===== src/csrAddrPkg.sv =====
// Machine CSR address map

package csrAddrPkg;

  // Register width, fixed for RV32
  localparam int Xlen = 32;

  // Machine CSR addresses
  typedef enum logic [11:0] {
    CsrMvendorid     = 12'hF11,
    CsrMarchid       = 12'hF12,
    CsrMimpid        = 12'hF13,
    CsrMhartid       = 12'hF14,
    CsrMstatus       = 12'h300,
    CsrMisa          = 12'h301,
    CsrMedeleg       = 12'h302,
    CsrMideleg       = 12'h303,
    CsrMie           = 12'h304,
    CsrMtvec         = 12'h305,
    CsrMcounteren    = 12'h306,
    CsrMstatush      = 12'h310,
    CsrMcountinhibit = 12'h320,
    CsrMscratch      = 12'h340,
    CsrMepc          = 12'h341,
    CsrMcause        = 12'h342,
    CsrMtval         = 12'h343,
    CsrMip           = 12'h344,
    CsrPmpcfg0       = 12'h3A0,
    CsrPmpaddr0      = 12'h3B0
  } csrAddrE;

  // PMP address windows, sized for the largest supported bank
  localparam int MaxPmpEntries = 16;
  localparam logic [11:0] PmpCfgLast  = 12'(CsrPmpcfg0 + MaxPmpEntries / 4 - 1);
  localparam logic [11:0] PmpAddrLast = 12'(CsrPmpaddr0 + MaxPmpEntries - 1);

  // Exception 11 (ecall from M) is never delegated
  localparam logic [Xlen-1:0] MedelegMask = ~(Xlen'(1) << 11);
  // Only supervisor interrupts are delegable
  localparam logic [11:0] MidelegMask = 12'h222;

  // Extension letters I (bit 8), M (12), S (18), U (20)
  localparam logic [25:0] MisaExtensions = 26'h0141100;
  localparam logic [Xlen-1:0] MisaValue = {2'b01, 4'b0000, MisaExtensions};
  localparam logic [Xlen-1:0] MimpidValue = 32'h100;

endpackage


===== src/csrTypesPkg.sv =====
// CSR command and PMP types

package csrTypesPkg;

  // CSR write command from the memory stage
  typedef struct packed {
    logic                enable;
    logic                validNotFlushed;
    csrAddrPkg::csrAddrE addr;
    logic [31:0]         data;
  } csrWriteT;

  // Trap report, loads mepc / mcause / mtval
  typedef struct packed {
    logic        taken;
    logic [31:0] nextEpc;
    logic [31:0] nextCause;
    logic [31:0] nextTval;
  } trapT;

  // One PMP configuration byte, msb first
  typedef struct packed {
    logic       lock;
    logic [1:0] reserved;
    logic [1:0] addrMode;
    logic       x;
    logic       w;
    logic       r;
  } pmpCfgT;

  // Top-of-range address matching mode
  localparam logic [1:0] PmpModeTor = 2'b01;

endpackage


===== src/csrDecode.sv =====
// CSR write strobe decoder

`timescale 1ns/100ps

module csrDecode #(
  parameter int PmpEntries = 8
) (
  input  csrTypesPkg::csrWriteT  csrWrite,
  output logic                   writeMtvec,
  output logic                   writeMedeleg,
  output logic                   writeMideleg,
  output logic                   writeMscratch,
  output logic                   writeMepc,
  output logic                   writeMcause,
  output logic                   writeMtval,
  output logic                   writeMcounteren,
  output logic                   writeMcountinhibit,
  output logic [PmpEntries-1:0]  cfgHit,
  output logic [PmpEntries-1:0]  addrHit,
  output logic                   writeMstatus,
  output logic                   illegalWriteReadonly
);

  import csrAddrPkg::*;

  // Write qualified by the pipeline
  logic       writeOk;
  // Address falls inside a PMP window
  logic       inCfgRange;
  logic       inAddrRange;
  // Offset into each PMP window
  logic [1:0] cfgIdx;
  logic [3:0] addrIdx;

  assign writeOk = csrWrite.enable & csrWrite.validNotFlushed;

  //////////////////////////////
  // Named registers
  //////////////////////////////

  assign writeMstatus       = writeOk & (csrWrite.addr == CsrMstatus);
  assign writeMtvec         = writeOk & (csrWrite.addr == CsrMtvec);
  assign writeMedeleg       = writeOk & (csrWrite.addr == CsrMedeleg);
  assign writeMideleg       = writeOk & (csrWrite.addr == CsrMideleg);
  assign writeMscratch      = writeOk & (csrWrite.addr == CsrMscratch);
  assign writeMepc          = writeOk & (csrWrite.addr == CsrMepc);
  assign writeMcause        = writeOk & (csrWrite.addr == CsrMcause);
  assign writeMtval         = writeOk & (csrWrite.addr == CsrMtval);
  assign writeMcounteren    = writeOk & (csrWrite.addr == CsrMcounteren);
  assign writeMcountinhibit = writeOk & (csrWrite.addr == CsrMcountinhibit);

  // ID registers are read-only
  // Flagged even for a flushed instruction
  assign illegalWriteReadonly = csrWrite.enable &
    (csrWrite.addr inside {CsrMvendorid, CsrMarchid, CsrMimpid, CsrMhartid});

  //////////////////////////////
  // PMP entries
  //////////////////////////////

  assign inCfgRange  = (csrWrite.addr >= CsrPmpcfg0) && (csrWrite.addr <= PmpCfgLast);
  assign inAddrRange = (csrWrite.addr >= CsrPmpaddr0) && (csrWrite.addr <= PmpAddrLast);
  assign cfgIdx      = 2'(csrWrite.addr - CsrPmpcfg0);
  assign addrIdx     = 4'(csrWrite.addr - CsrPmpaddr0);

  // pmpcfg n covers entries 4n..4n+3
  // Lock bits are applied inside each entry
  for (genvar i = 0; i < PmpEntries; i++) begin : gHit
    assign cfgHit[i]  = writeOk & inCfgRange & (cfgIdx == 2'(i / 4));
    assign addrHit[i] = writeOk & inAddrRange & (addrIdx == 4'(i));
  end

endmodule


===== src/pmpEntry.sv =====
// Single PMP entry

`timescale 1ns/100ps

module pmpEntry (
  input  logic                clk,
  input  logic                reset,
  input  logic                cfgHit,
  input  logic                addrHit,
  input  csrTypesPkg::pmpCfgT cfgData,
  input  logic [31:0]         addrData,
  input  csrTypesPkg::pmpCfgT nextCfg,
  output csrTypesPkg::pmpCfgT cfg,
  output logic [31:0]         addr
);

  import csrTypesPkg::*;

  logic cfgLocked;
  logic nextTorLocked;
  logic addrLocked;

  // A locked byte stays until reset
  assign cfgLocked = cfg.lock;

  // Locked TOR neighbour uses our address as its lower bound
  assign nextTorLocked = nextCfg.lock & (nextCfg.addrMode == PmpModeTor);
  assign addrLocked    = cfg.lock | nextTorLocked;

  // Configuration byte
  always_ff @(posedge clk) begin
    if (reset) begin
      cfg <= '0;
    end else if (cfgHit & ~cfgLocked) begin
      cfg          <= cfgData;
      // Reserved field reads as zero
      cfg.reserved <= 2'b00;
    end
  end

  // Address register
  always_ff @(posedge clk) begin
    if (reset) begin
      addr <= '0;
    end else if (addrHit & ~addrLocked) begin
      addr <= addrData;
    end
  end

endmodule


===== src/machineCsrs.sv =====
// Machine trap setup and handling registers

`timescale 1ns/100ps

module machineCsrs (
  input  logic               clk,
  input  logic               reset,
  input  logic               writeMtvec,
  input  logic               writeMedeleg,
  input  logic               writeMideleg,
  input  logic               writeMscratch,
  input  logic               writeMepc,
  input  logic               writeMcause,
  input  logic               writeMtval,
  input  logic               writeMcounteren,
  input  logic               writeMcountinhibit,
  input  logic [31:0]        wdata,
  input  csrTypesPkg::trapT  trap,
  output logic [31:0]        mtvec,
  output logic [31:0]        medeleg,
  output logic [31:0]        mscratch,
  output logic [31:0]        mepc,
  output logic [31:0]        mcause,
  output logic [31:0]        mtval,
  output logic [11:0]        mideleg,
  output logic [31:0]        mcounteren,
  output logic [31:0]        mcountinhibit
);

  import csrAddrPkg::*;

  // Write values after WARL masking
  logic [Xlen-1:0] mtvecNext;
  logic [Xlen-1:0] medelegNext;
  logic [11:0]     midelegNext;

  // Mode field bit 1 is reserved, only direct and vectored remain
  assign mtvecNext   = {wdata[Xlen-1:2], 1'b0, wdata[0]};
  assign medelegNext = wdata & MedelegMask;
  assign midelegNext = wdata[11:0] & MidelegMask;

  //////////////////////////////
  // Setup registers
  //////////////////////////////

  always_ff @(posedge clk) begin
    if (reset) begin
      mtvec         <= '0;
      medeleg       <= '0;
      mideleg       <= '0;
      mscratch      <= '0;
      mcounteren    <= '0;
      mcountinhibit <= '0;
    end else begin
      if (writeMtvec)         mtvec         <= mtvecNext;
      if (writeMedeleg)       medeleg       <= medelegNext;
      if (writeMideleg)       mideleg       <= midelegNext;
      if (writeMscratch)      mscratch      <= wdata;
      // Counter controls keep every bit
      if (writeMcounteren)    mcounteren    <= wdata;
      if (writeMcountinhibit) mcountinhibit <= wdata;
    end
  end

  //////////////////////////////
  // Trap handling registers
  //////////////////////////////

  // Trap loads all three regardless of valid
  // and overrides a CSR write in the same cycle
  always_ff @(posedge clk) begin
    if (reset) begin
      mepc   <= '0;
      mcause <= '0;
      mtval  <= '0;
    end else if (trap.taken) begin
      mepc   <= trap.nextEpc;
      mcause <= trap.nextCause;
      mtval  <= trap.nextTval;
    end else begin
      if (writeMepc)   mepc   <= wdata;
      if (writeMcause) mcause <= wdata;
      if (writeMtval)  mtval  <= wdata;
    end
  end

endmodule


===== src/csrReadMux.sv =====
// Machine CSR read multiplexer

`timescale 1ns/100ps

module csrReadMux #(
  parameter int PmpEntries = 8
) (
  input  csrAddrPkg::csrAddrE  addr,
  input  logic [31:0]          mtvec,
  input  logic [31:0]          medeleg,
  input  logic [11:0]          mideleg,
  input  logic [31:0]          mscratch,
  input  logic [31:0]          mepc,
  input  logic [31:0]          mcause,
  input  logic [31:0]          mtval,
  input  logic [31:0]          mcounteren,
  input  logic [31:0]          mcountinhibit,
  input  csrTypesPkg::pmpCfgT  pmpCfg [PmpEntries-1:0],
  input  logic [31:0]          pmpAddr [PmpEntries-1:0],
  input  logic [31:0]          mstatus,
  input  logic [11:0]          mip,
  input  logic [11:0]          mie,
  output logic [31:0]          readVal,
  output logic                 illegalAccess
);

  import csrAddrPkg::*;

  logic            inCfgRange;
  logic            inAddrRange;
  logic [1:0]      cfgIdx;
  logic [3:0]      addrIdx;
  // Four config bytes per pmpcfg word
  logic [31:0]     cfgWord [PmpEntries/4-1:0];
  logic [Xlen-1:0] cfgSel;
  logic [Xlen-1:0] addrSel;
  logic            cfgMatch;
  logic            addrMatch;

  assign inCfgRange  = (addr >= CsrPmpcfg0) && (addr <= PmpCfgLast);
  assign inAddrRange = (addr >= CsrPmpaddr0) && (addr <= PmpAddrLast);
  assign cfgIdx      = 2'(addr - CsrPmpcfg0);
  assign addrIdx     = 4'(addr - CsrPmpaddr0);

  // Entry 4n sits in the low byte
  for (genvar g = 0; g < PmpEntries / 4; g++) begin : gPack
    assign cfgWord[g] = {pmpCfg[4*g+3], pmpCfg[4*g+2], pmpCfg[4*g+1], pmpCfg[4*g]};
  end

  //////////////////////////////
  // PMP selection
  //////////////////////////////

  // Only implemented entries match, the rest fall to illegal
  always_comb begin
    cfgSel    = '0;
    cfgMatch  = 1'b0;
    addrSel   = '0;
    addrMatch = 1'b0;
    for (int g = 0; g < PmpEntries / 4; g++) begin
      if (inCfgRange && (cfgIdx == 2'(g))) begin
        cfgSel   = cfgWord[g];
        cfgMatch = 1'b1;
      end
    end
    for (int g = 0; g < PmpEntries; g++) begin
      if (inAddrRange && (addrIdx == 4'(g))) begin
        addrSel   = pmpAddr[g];
        addrMatch = 1'b1;
      end
    end
  end

  //////////////////////////////
  // Final read value
  //////////////////////////////

  always_comb begin
    readVal       = '0;
    illegalAccess = 1'b0;
    if (addrMatch) begin
      readVal = addrSel;
    end else if (cfgMatch) begin
      readVal = cfgSel;
    end else begin
      case (addr)
        CsrMisa:          readVal = MisaValue;
        CsrMimpid:        readVal = MimpidValue;
        // Vendor, arch, hart ID and mstatush read zero
        CsrMvendorid,
        CsrMarchid,
        CsrMhartid,
        CsrMstatush:      readVal = '0;
        CsrMstatus:       readVal = mstatus;
        CsrMtvec:         readVal = mtvec;
        CsrMedeleg:       readVal = medeleg;
        CsrMideleg:       readVal = {{(Xlen-12){1'b0}}, mideleg};
        CsrMip:           readVal = {{(Xlen-12){1'b0}}, mip};
        CsrMie:           readVal = {{(Xlen-12){1'b0}}, mie};
        CsrMscratch:      readVal = mscratch;
        CsrMepc:          readVal = mepc;
        CsrMcause:        readVal = mcause;
        CsrMtval:         readVal = mtval;
        CsrMcounteren:    readVal = mcounteren;
        CsrMcountinhibit: readVal = mcountinhibit;
        default:          illegalAccess = 1'b1;
      endcase
    end
  end

endmodule


===== src/csrm.sv =====
// Machine-mode CSR block

`timescale 1ns/100ps

module csrm #(
  parameter int PmpEntries = 8
) (
  input  logic                  clk,
  input  logic                  reset,
  input  csrTypesPkg::csrWriteT csrWrite,
  input  csrTypesPkg::trapT     trap,
  // Owned by the privilege unit, read only here
  input  logic [31:0]           mstatus,
  input  logic [11:0]           mip,
  input  logic [11:0]           mie,
  output logic [31:0]           readVal,
  output logic [31:0]           mtvec,
  output logic [31:0]           mepc,
  output logic [31:0]           medeleg,
  output logic [11:0]           mideleg,
  output logic [31:0]           mcounteren,
  output logic [31:0]           mcountinhibit,
  output csrTypesPkg::pmpCfgT   pmpCfg [PmpEntries-1:0],
  output logic [31:0]           pmpAddr [PmpEntries-1:0],
  output logic                  writeMstatus,
  output logic                  illegalAccess,
  output logic                  illegalWriteReadonly
);

  import csrTypesPkg::*;

  logic writeMtvec, writeMedeleg, writeMideleg, writeMscratch;
  logic writeMepc, writeMcause, writeMtval;
  logic writeMcounteren, writeMcountinhibit;
  logic [PmpEntries-1:0] cfgHit;
  logic [PmpEntries-1:0] addrHit;
  // Registers visible only through reads
  logic [31:0] mscratch, mcause, mtval;
  // Neighbour config for the TOR lock
  pmpCfgT nextCfg [PmpEntries-1:0];

  csrDecode #(.PmpEntries(PmpEntries)) decode0 (
    .csrWrite, .writeMtvec, .writeMedeleg, .writeMideleg, .writeMscratch,
    .writeMepc, .writeMcause, .writeMtval, .writeMcounteren, .writeMcountinhibit,
    .cfgHit, .addrHit, .writeMstatus, .illegalWriteReadonly
  );

  machineCsrs regs0 (
    .clk, .reset, .writeMtvec, .writeMedeleg, .writeMideleg, .writeMscratch,
    .writeMepc, .writeMcause, .writeMtval, .writeMcounteren, .writeMcountinhibit,
    .wdata(csrWrite.data), .trap, .mtvec, .medeleg, .mscratch, .mepc, .mcause,
    .mtval, .mideleg, .mcounteren, .mcountinhibit
  );

  //////////////////////////////
  // PMP bank
  //////////////////////////////

  for (genvar i = 0; i < PmpEntries; i++) begin : gPmp
    pmpCfgT cfgByte;

    // Byte lane i%4 of the pmpcfg word
    assign cfgByte = csrWrite.data[8*(i%4) +: 8];

    // Last entry has no neighbour above it
    if (i == PmpEntries - 1) begin : gLast
      assign nextCfg[i] = '0;
    end else begin : gChain
      assign nextCfg[i] = pmpCfg[i+1];
    end

    pmpEntry entry (
      .clk, .reset, .cfgHit(cfgHit[i]), .addrHit(addrHit[i]), .cfgData(cfgByte),
      .addrData(csrWrite.data), .nextCfg(nextCfg[i]), .cfg(pmpCfg[i]), .addr(pmpAddr[i])
    );
  end

  csrReadMux #(.PmpEntries(PmpEntries)) readMux0 (
    .addr(csrWrite.addr), .mtvec, .medeleg, .mideleg, .mscratch, .mepc, .mcause,
    .mtval, .mcounteren, .mcountinhibit, .pmpCfg, .pmpAddr, .mstatus, .mip, .mie,
    .readVal, .illegalAccess
  );

endmodule


===== config.mk =====
export PLATFORM = sky130hd
export DESIGN_NAME = csrm
export DESIGN_NICKNAME = d
export VERILOG_FILES = /design/src/csrAddrPkg.sv /design/src/csrTypesPkg.sv /design/src/csrDecode.sv /design/src/pmpEntry.sv /design/src/machineCsrs.sv /design/src/csrReadMux.sv /design/src/csrm.sv
export SDC_FILE = /design/constraint.sdc
export NUM_CORES = 1
export LEC_CHECK = 0
export ABC_AREA = 1
export BUFFER_PORTS_ARGS = -buffer_cell sky130_fd_sc_hd__buf_2
export CELL_PAD_IN_SITES_DETAIL_PLACEMENT = 0
export CELL_PAD_IN_SITES_GLOBAL_PLACEMENT = 2
export CORE_MARGIN = 2
export CORE_UTILIZATION = 31
export CTS_BUF_LIST = sky130_fd_sc_hd__clkbuf_8
export DETAILED_ROUTE_END_ITERATION = 7
export HOLD_SLACK_MARGIN = 0.02
export PLACE_DENSITY = 0.94
export REMOVE_ABC_BUFFERS = 1
export SYNTH_ARGS = -nofsm -noshare
export SYNTH_HDL_FRONTEND = slang
export SYNTH_SLANG_ARGS = --single-unit

===== constraint.sdc =====
create_clock -name clk -period 4.95 [get_ports clk]
set_clock_uncertainty 0.2 [all_clocks]
set_input_delay 0.2475 -clock clk [delete_from_list [all_inputs] [get_ports clk]]
set_output_delay 0.2475 -clock clk [all_outputs]
set_load 0.01 [all_outputs]

* Word-level counts from Yosys, hierarchy flattened
Index checks and enable logic that the tools add are counted.
Word-level totals: logic and storage cells 216, output and inout bits 527, input bits 201, register bits 561
Cells by class: add/sub/neg operators 2, bitwise gates (word level) 69, mux-type cells 32, $lt $le $gt $ge 4, reductions and logical operators 19, eq/ne operators 33
Operators by type and width (number):
- $mux W32 | 18
- $pmux W32 S14 | 1
- $eq A12 B10 Y1 const B | 14
- $eq A12 B12 Y1 const B | 4
- $and A1 B1 Y1 | 47
- $ge A12 B10 Y1 const B | 2
- $le A12 B10 Y1 const B | 2
- $reduce_or A18 Y1 | 1
- $eq A2 B1 Y1 const B | 8
- $eq A4 B3 Y1 const B | 4
- $not A1 Y1 | 15
- $mux W1 | 13
- $logic_and A1 B1 Y1 | 12
- $eq A4 B2 Y1 const B | 2
- $or A1 B1 Y1 | 7
- $reduce_bool A2 Y1 | 3
- $eq A4 B1 Y1 const B | 1
- $logic_not A4 Y1 | 1
- $reduce_bool A4 Y1 | 1
- $sub A4 B1 Y4 const B | 1
- $logic_not A2 Y1 | 1
- $sub A2 B1 Y2 const B | 1

* Depth between registers and ports, before layout
depth in word-level cells 12, gate-level depth with buffers 16, gate-level depth less buffers 15

* Modules after synthesis
From an unflattened synthesis, not the netlist that was laid out.
Unflattened totals: cells, all modules 4774, area, all modules 30063.8 µm²
By module, submodules not included:
- pmpEntry | seq. area each 760.7 µm², area each 1696.6 µm², cells each 242, instances 8
- machineCsrs | seq. area each 5144.9 µm², area each 10289.9 µm², cells each 1470, instances 1
- csrReadMux | seq. area each 0.0 µm², area each 5765.5 µm², cells each 1275, instances 1
- csrDecode | seq. area each 0.0 µm², area each 431.7 µm², cells each 92, instances 1
- csrm | seq. area each 0.0 µm², area each 3.8 µm², cells each 1, instances 1

* Least setup slack after synthesis
No wires, ideal clock.
path kind input -> output, from in csrWrite[32] in the netlist's numbering, to out readVal[27], arrival 1.643 ns, slack 2.860 ns, data required time 4.503 ns, buffers on the path 3, stages on the path 12, path through buf_2 -> nor2_2 -> nand2_2 -> inv_2 -> buf_2 -> nand2_1 -> buf_2 -> o22ai_1 -> inv_1 -> nand3_1 -> nor2_1 -> a21oi_1
On the way: word-level cells in the longest chain between the ends 12
Ends and longest elaborated chain:
- start: declaration | RTL line csrm.sv:10 | input csrTypesPkg::csrWriteT csrWrite,
- $ge A12 B10 Y1, or another cell as far along | RTL line csrReadMux.sv:41 | assign inAddrRange = (addr >= CsrPmpaddr0) && (addr <= PmpAddrLast);
- $logic_and A1 B1 Y1 / $logic_not A4 Y1 (equally long branches) | RTL line csrReadMux.sv:41, csrReadMux.sv:67
- $logic_and A1 B1 Y1 | RTL line csrReadMux.sv:67 | if (inAddrRange && (addrIdx == 4'(g))) begin
- $mux W32 / $mux W1 (equally long branches) (8 in series) | RTL line csrReadMux.sv:67
- $mux W32 * | RTL line csrReadMux.sv:81 | if (addrMatch) begin
- end: declaration | RTL line csrm.sv:16 | output logic [31:0] readVal,
Mark *: on every way between the ends. The rest lies on a longest branch, timed or not.

* Worst setup path in the final report
from in csrWrite[33] in the netlist's numbering, to out readVal[28]
Same word-level chain as after synthesis.

==> flow_summary.ini <==
[placed_design]
dp.cells = 5030
dpl_worst_slack_ns = 1.23
routabilityCongestion = 0.918
io_buffers = 700
place.detailed.hpwl_microns = 102000

[min_path]
worstHoldPathType = in -> reg
hp-start = csrWrite[37]

[synth]
syn_inst = 3465
synthAdderAreaFrac_pct = 0
post-synth-top-count-cell = a21oi_1
synth_seq_area_share_pct = 45.1
synth_top_area_share_pct = 45.1
synth_compound_area_share_pct = 29.7
post_synth.cell_area_avg_sq_um = 7.18
ys.flop_type = dfxtp_1
synth_top_family_by_area = compound AO/OA/AOI/OAI gates
synth.distinct_cells = 42
synth_edf_count = 0
synth_xor_area_share_pct = 0
synth_seq_cells = 561
yosys.area_share.simple_pct = 15.2
synthTopCellsByCount = a21oi_1 (705), o21ai_0 (590), dfxtp_1 (561)
synth.area.mux_share_pct = 0
syn-cell-area_sq_um = 24900
synthTopCellsByArea = dfxtp_1 (45%), a21oi_1 (14%), o21ai_0 (12%)
async_flop_share_pct = 0
synth_top_area_cell = dfxtp_1
ys_warn_count = 0

[floorplan]
die_area_sq_um = 82500
start_util_pct = 31.4
rows = 103
core_sq_um = 79300
die_y_microns = 287
die_w_microns = 287
num_io_pins = 728

[clock_tree]
cts_setup_buffers = 0
clock-sinks = 561
clk_latency_ns = 0.72
cts.clk_slew.worst_paths_ns = 0.06
numCtsBuffers = 102
root_buffer = clkbuf_8
ctsHtreeMaxLevel = 3
cts-resized-gates = 0
cts_max_path_buffers = 3
tritoncts = yes

[timing]
setup_ws_ns = 0.871
finalHoldViolCount = 0
slew_viol_final = 0
fin_crit_ns = 4.08
max_freq_mhz = 245
worst_pin_slew_ns = 1.06
finalSetupViolCount = 0
post-route-period-util_pct = 82.4
rsz0062_at_grt = no
relSlewSlack_pct = 28.9
tns_ns = 0

[pwr]
clockPowerShare_pct = 45.9
p_int_w = 0.00722
power_switching_share_pct = 26.6
total_power_w = 0.00983
peakVddDrop_v = 0.000165
power_density_nw_per_um2 = 299
p_seq_share_pct = 47.0
power_frac_comb_pct = 7.2
p_leak_nw = 14.7
power_switching_w = 0.00261

[final_layout]
syn_to_final_growth_pct = 31.9
drive_above_1_share_pct = 22.7
fin_cells = 5374
fin_nets = 4448

[routing]
wl_per_cell_microns = 26.1
drc = 0
totalWireLength_microns = 140000
ant_nets = 0
dr.pass1.iters = 6
via_per_inst = 5.34
vias = 28677
drt_iter0_drc = 2635

[global_routing]
grt_pass1_vias = 26795
grt_max_degree = 162
grt_pass1_wl_microns = 195000
grtUsageTotal_pct = 32.5
antenna_found_initial = 6
grt_remaining_overflow = 0

[worst_setup_path]
arrival_ns = 3.63
rr_endpoint = gPmp[2].entry.addr[1]$_SDFFE_PP0P_
r2r_slack_ns = 2.13
crit_path_top_delay_cell = nor3_4
critical_path_class = in -> out
r2r_start = gPmp[3].entry.cfg[4]$_SDFFE_PP0P_
critPathRequiredTime_ns = 4.50
critPathLaunchType = input pin
endpoint = readVal[28]
cp-end-kind = output pin
cp_cell_sequence = dlygate4sd3_1 -> buf_2 -> nand2_1 -> nor2_2 -> inv_2 -> nor2_4 -> inv_2 -> nand2_2 -> nor3_4 -> nand3_1 -> nor2_1 -> a21oi_1 -> buf_2
reg2regPathDepth = 7
crit_path_start = csrWrite[33]
cp_slowest_stage_delay_ns = 0.62
worstPathMaxFanout = 11

[outcome]
status = completed

[job]
maxCapViolations = 0
-- metrics by stage --
stage,instance area [sq um],hold slack [ns],util [%]
2_1_floorplan,23700,0.117,-
5_1_grt,32800,0.161,41.4
4_1_cts,32800,0.0883,41.4
3_3_place_gp,29100,0.234,36.8
3_5_place_dp,29100,0.238,36.8
6_report,32800,0.147,41.4
-- power by group through the flow --
| stage | logic (W) | clock network (W) | registers (W) |
|---|---|---|---|
| final | 0.000707 | 0.00451 | 0.00461 |
| after global placement | 0.000591 | 0 | 0.00471 |
| after CTS | 0.000696 | 0.00455 | 0.00461 |
| after floorplan | 0.000273 | 0 | 0.00470 |
| after detailed placement | 0.000591 | 0 | 0.00471 |
| after global routing | 0.000757 | 0.00475 | 0.00462 |
-- worst max-delay path, delay by kind of cell --
| family | cells | cell delay [ns] |
|---|---|---|
| buffers and inverters | 5 | 1.48 |
| AOI/OAI and AO/OA | 1 | 0.15 |
| and+or+nand+nor | 7 | 1.73 |
-- how the worst min path moves through the flow --
stage,to,slack [ns],depth (start not counted)
finish,gPmp[1].entry.cfgLocked$_SDFFE_PP0P_,0.15,7
global route,regs0.mepc[25]$_SDFFE_PP0P_,0.16,4
CTS,gPmp[1].entry.cfgLocked$_SDFFE_PP0P_,0.09,7
detailed placement,regs0.mscratch[10]$_SDFFE_PP0P_,0.24,2
global placement,regs0.mscratch[16]$_SDFFE_PP0P_,0.23,2
floorplan,gPmp[0].entry.cfgLocked$_SDFFE_PP0P_,0.12,1
-- flip-flops by register name, indices dropped and copies added, names as in the netlist --
register and cells:
regs0.mcountinhibit 32, regs0.mtvec 31, gPmp.entry.cfg 40, regs0.mscratch 32, gPmp.entry.addr 256, gPmp.entry.cfgLocked 8, regs0.mtval 32, regs0.mepc 32
regs0.medeleg 31, regs0.mcounteren 32, regs0.mideleg 3, regs0.mcause 32
-- cell type report --
class	count	area, sq um
clock inverters	49	285
diodes	6	15.0
multi-input cells	2335	11400
flip-flops and latches	561	11200
repair buffers	921	5650
well taps	1050	1310
fillers	8494	46400
inverters	326	1230
clock buffers	126	1730
-- layer usage --
layer,vias up,GRT usage [%],wire length (microns)
li1,13288,-,-
met5,-,0,0
met3,259,7.40,12400
met4,0,12.1,5400
met1,13703,40.9,57100
met2,1427,54.0,65500
-- cell families after synthesis --
logic type	Yosys count
simple gates	885
flops	561
buf+inv	595
compound gates	1423
other cells	1
-- layout by cell type (no fill, tap or decap), types with 19 or more instances in the layout --
master,count
dfxtp_1,561
a21oi_1,705
nand3_1,115
conb_1,27
nand2_1,447
inv_2,29
inv_1,301
buf_2,699
dlygate4sd3_1,163
o22ai_1,57
nand4_1,19
clkinv_1,28
a32oi_1,19
buf_4,53
o21ai_0,590
clkbuf_8,126
nor2_1,228
-- what timing repair did --
item,4_1_cts,5_1_grt
setup endpoints to repair,0,0
hold endpoints to repair,551,0
hold buffers,163,0
Note: power is estimated with default switching activity, not from simulation.
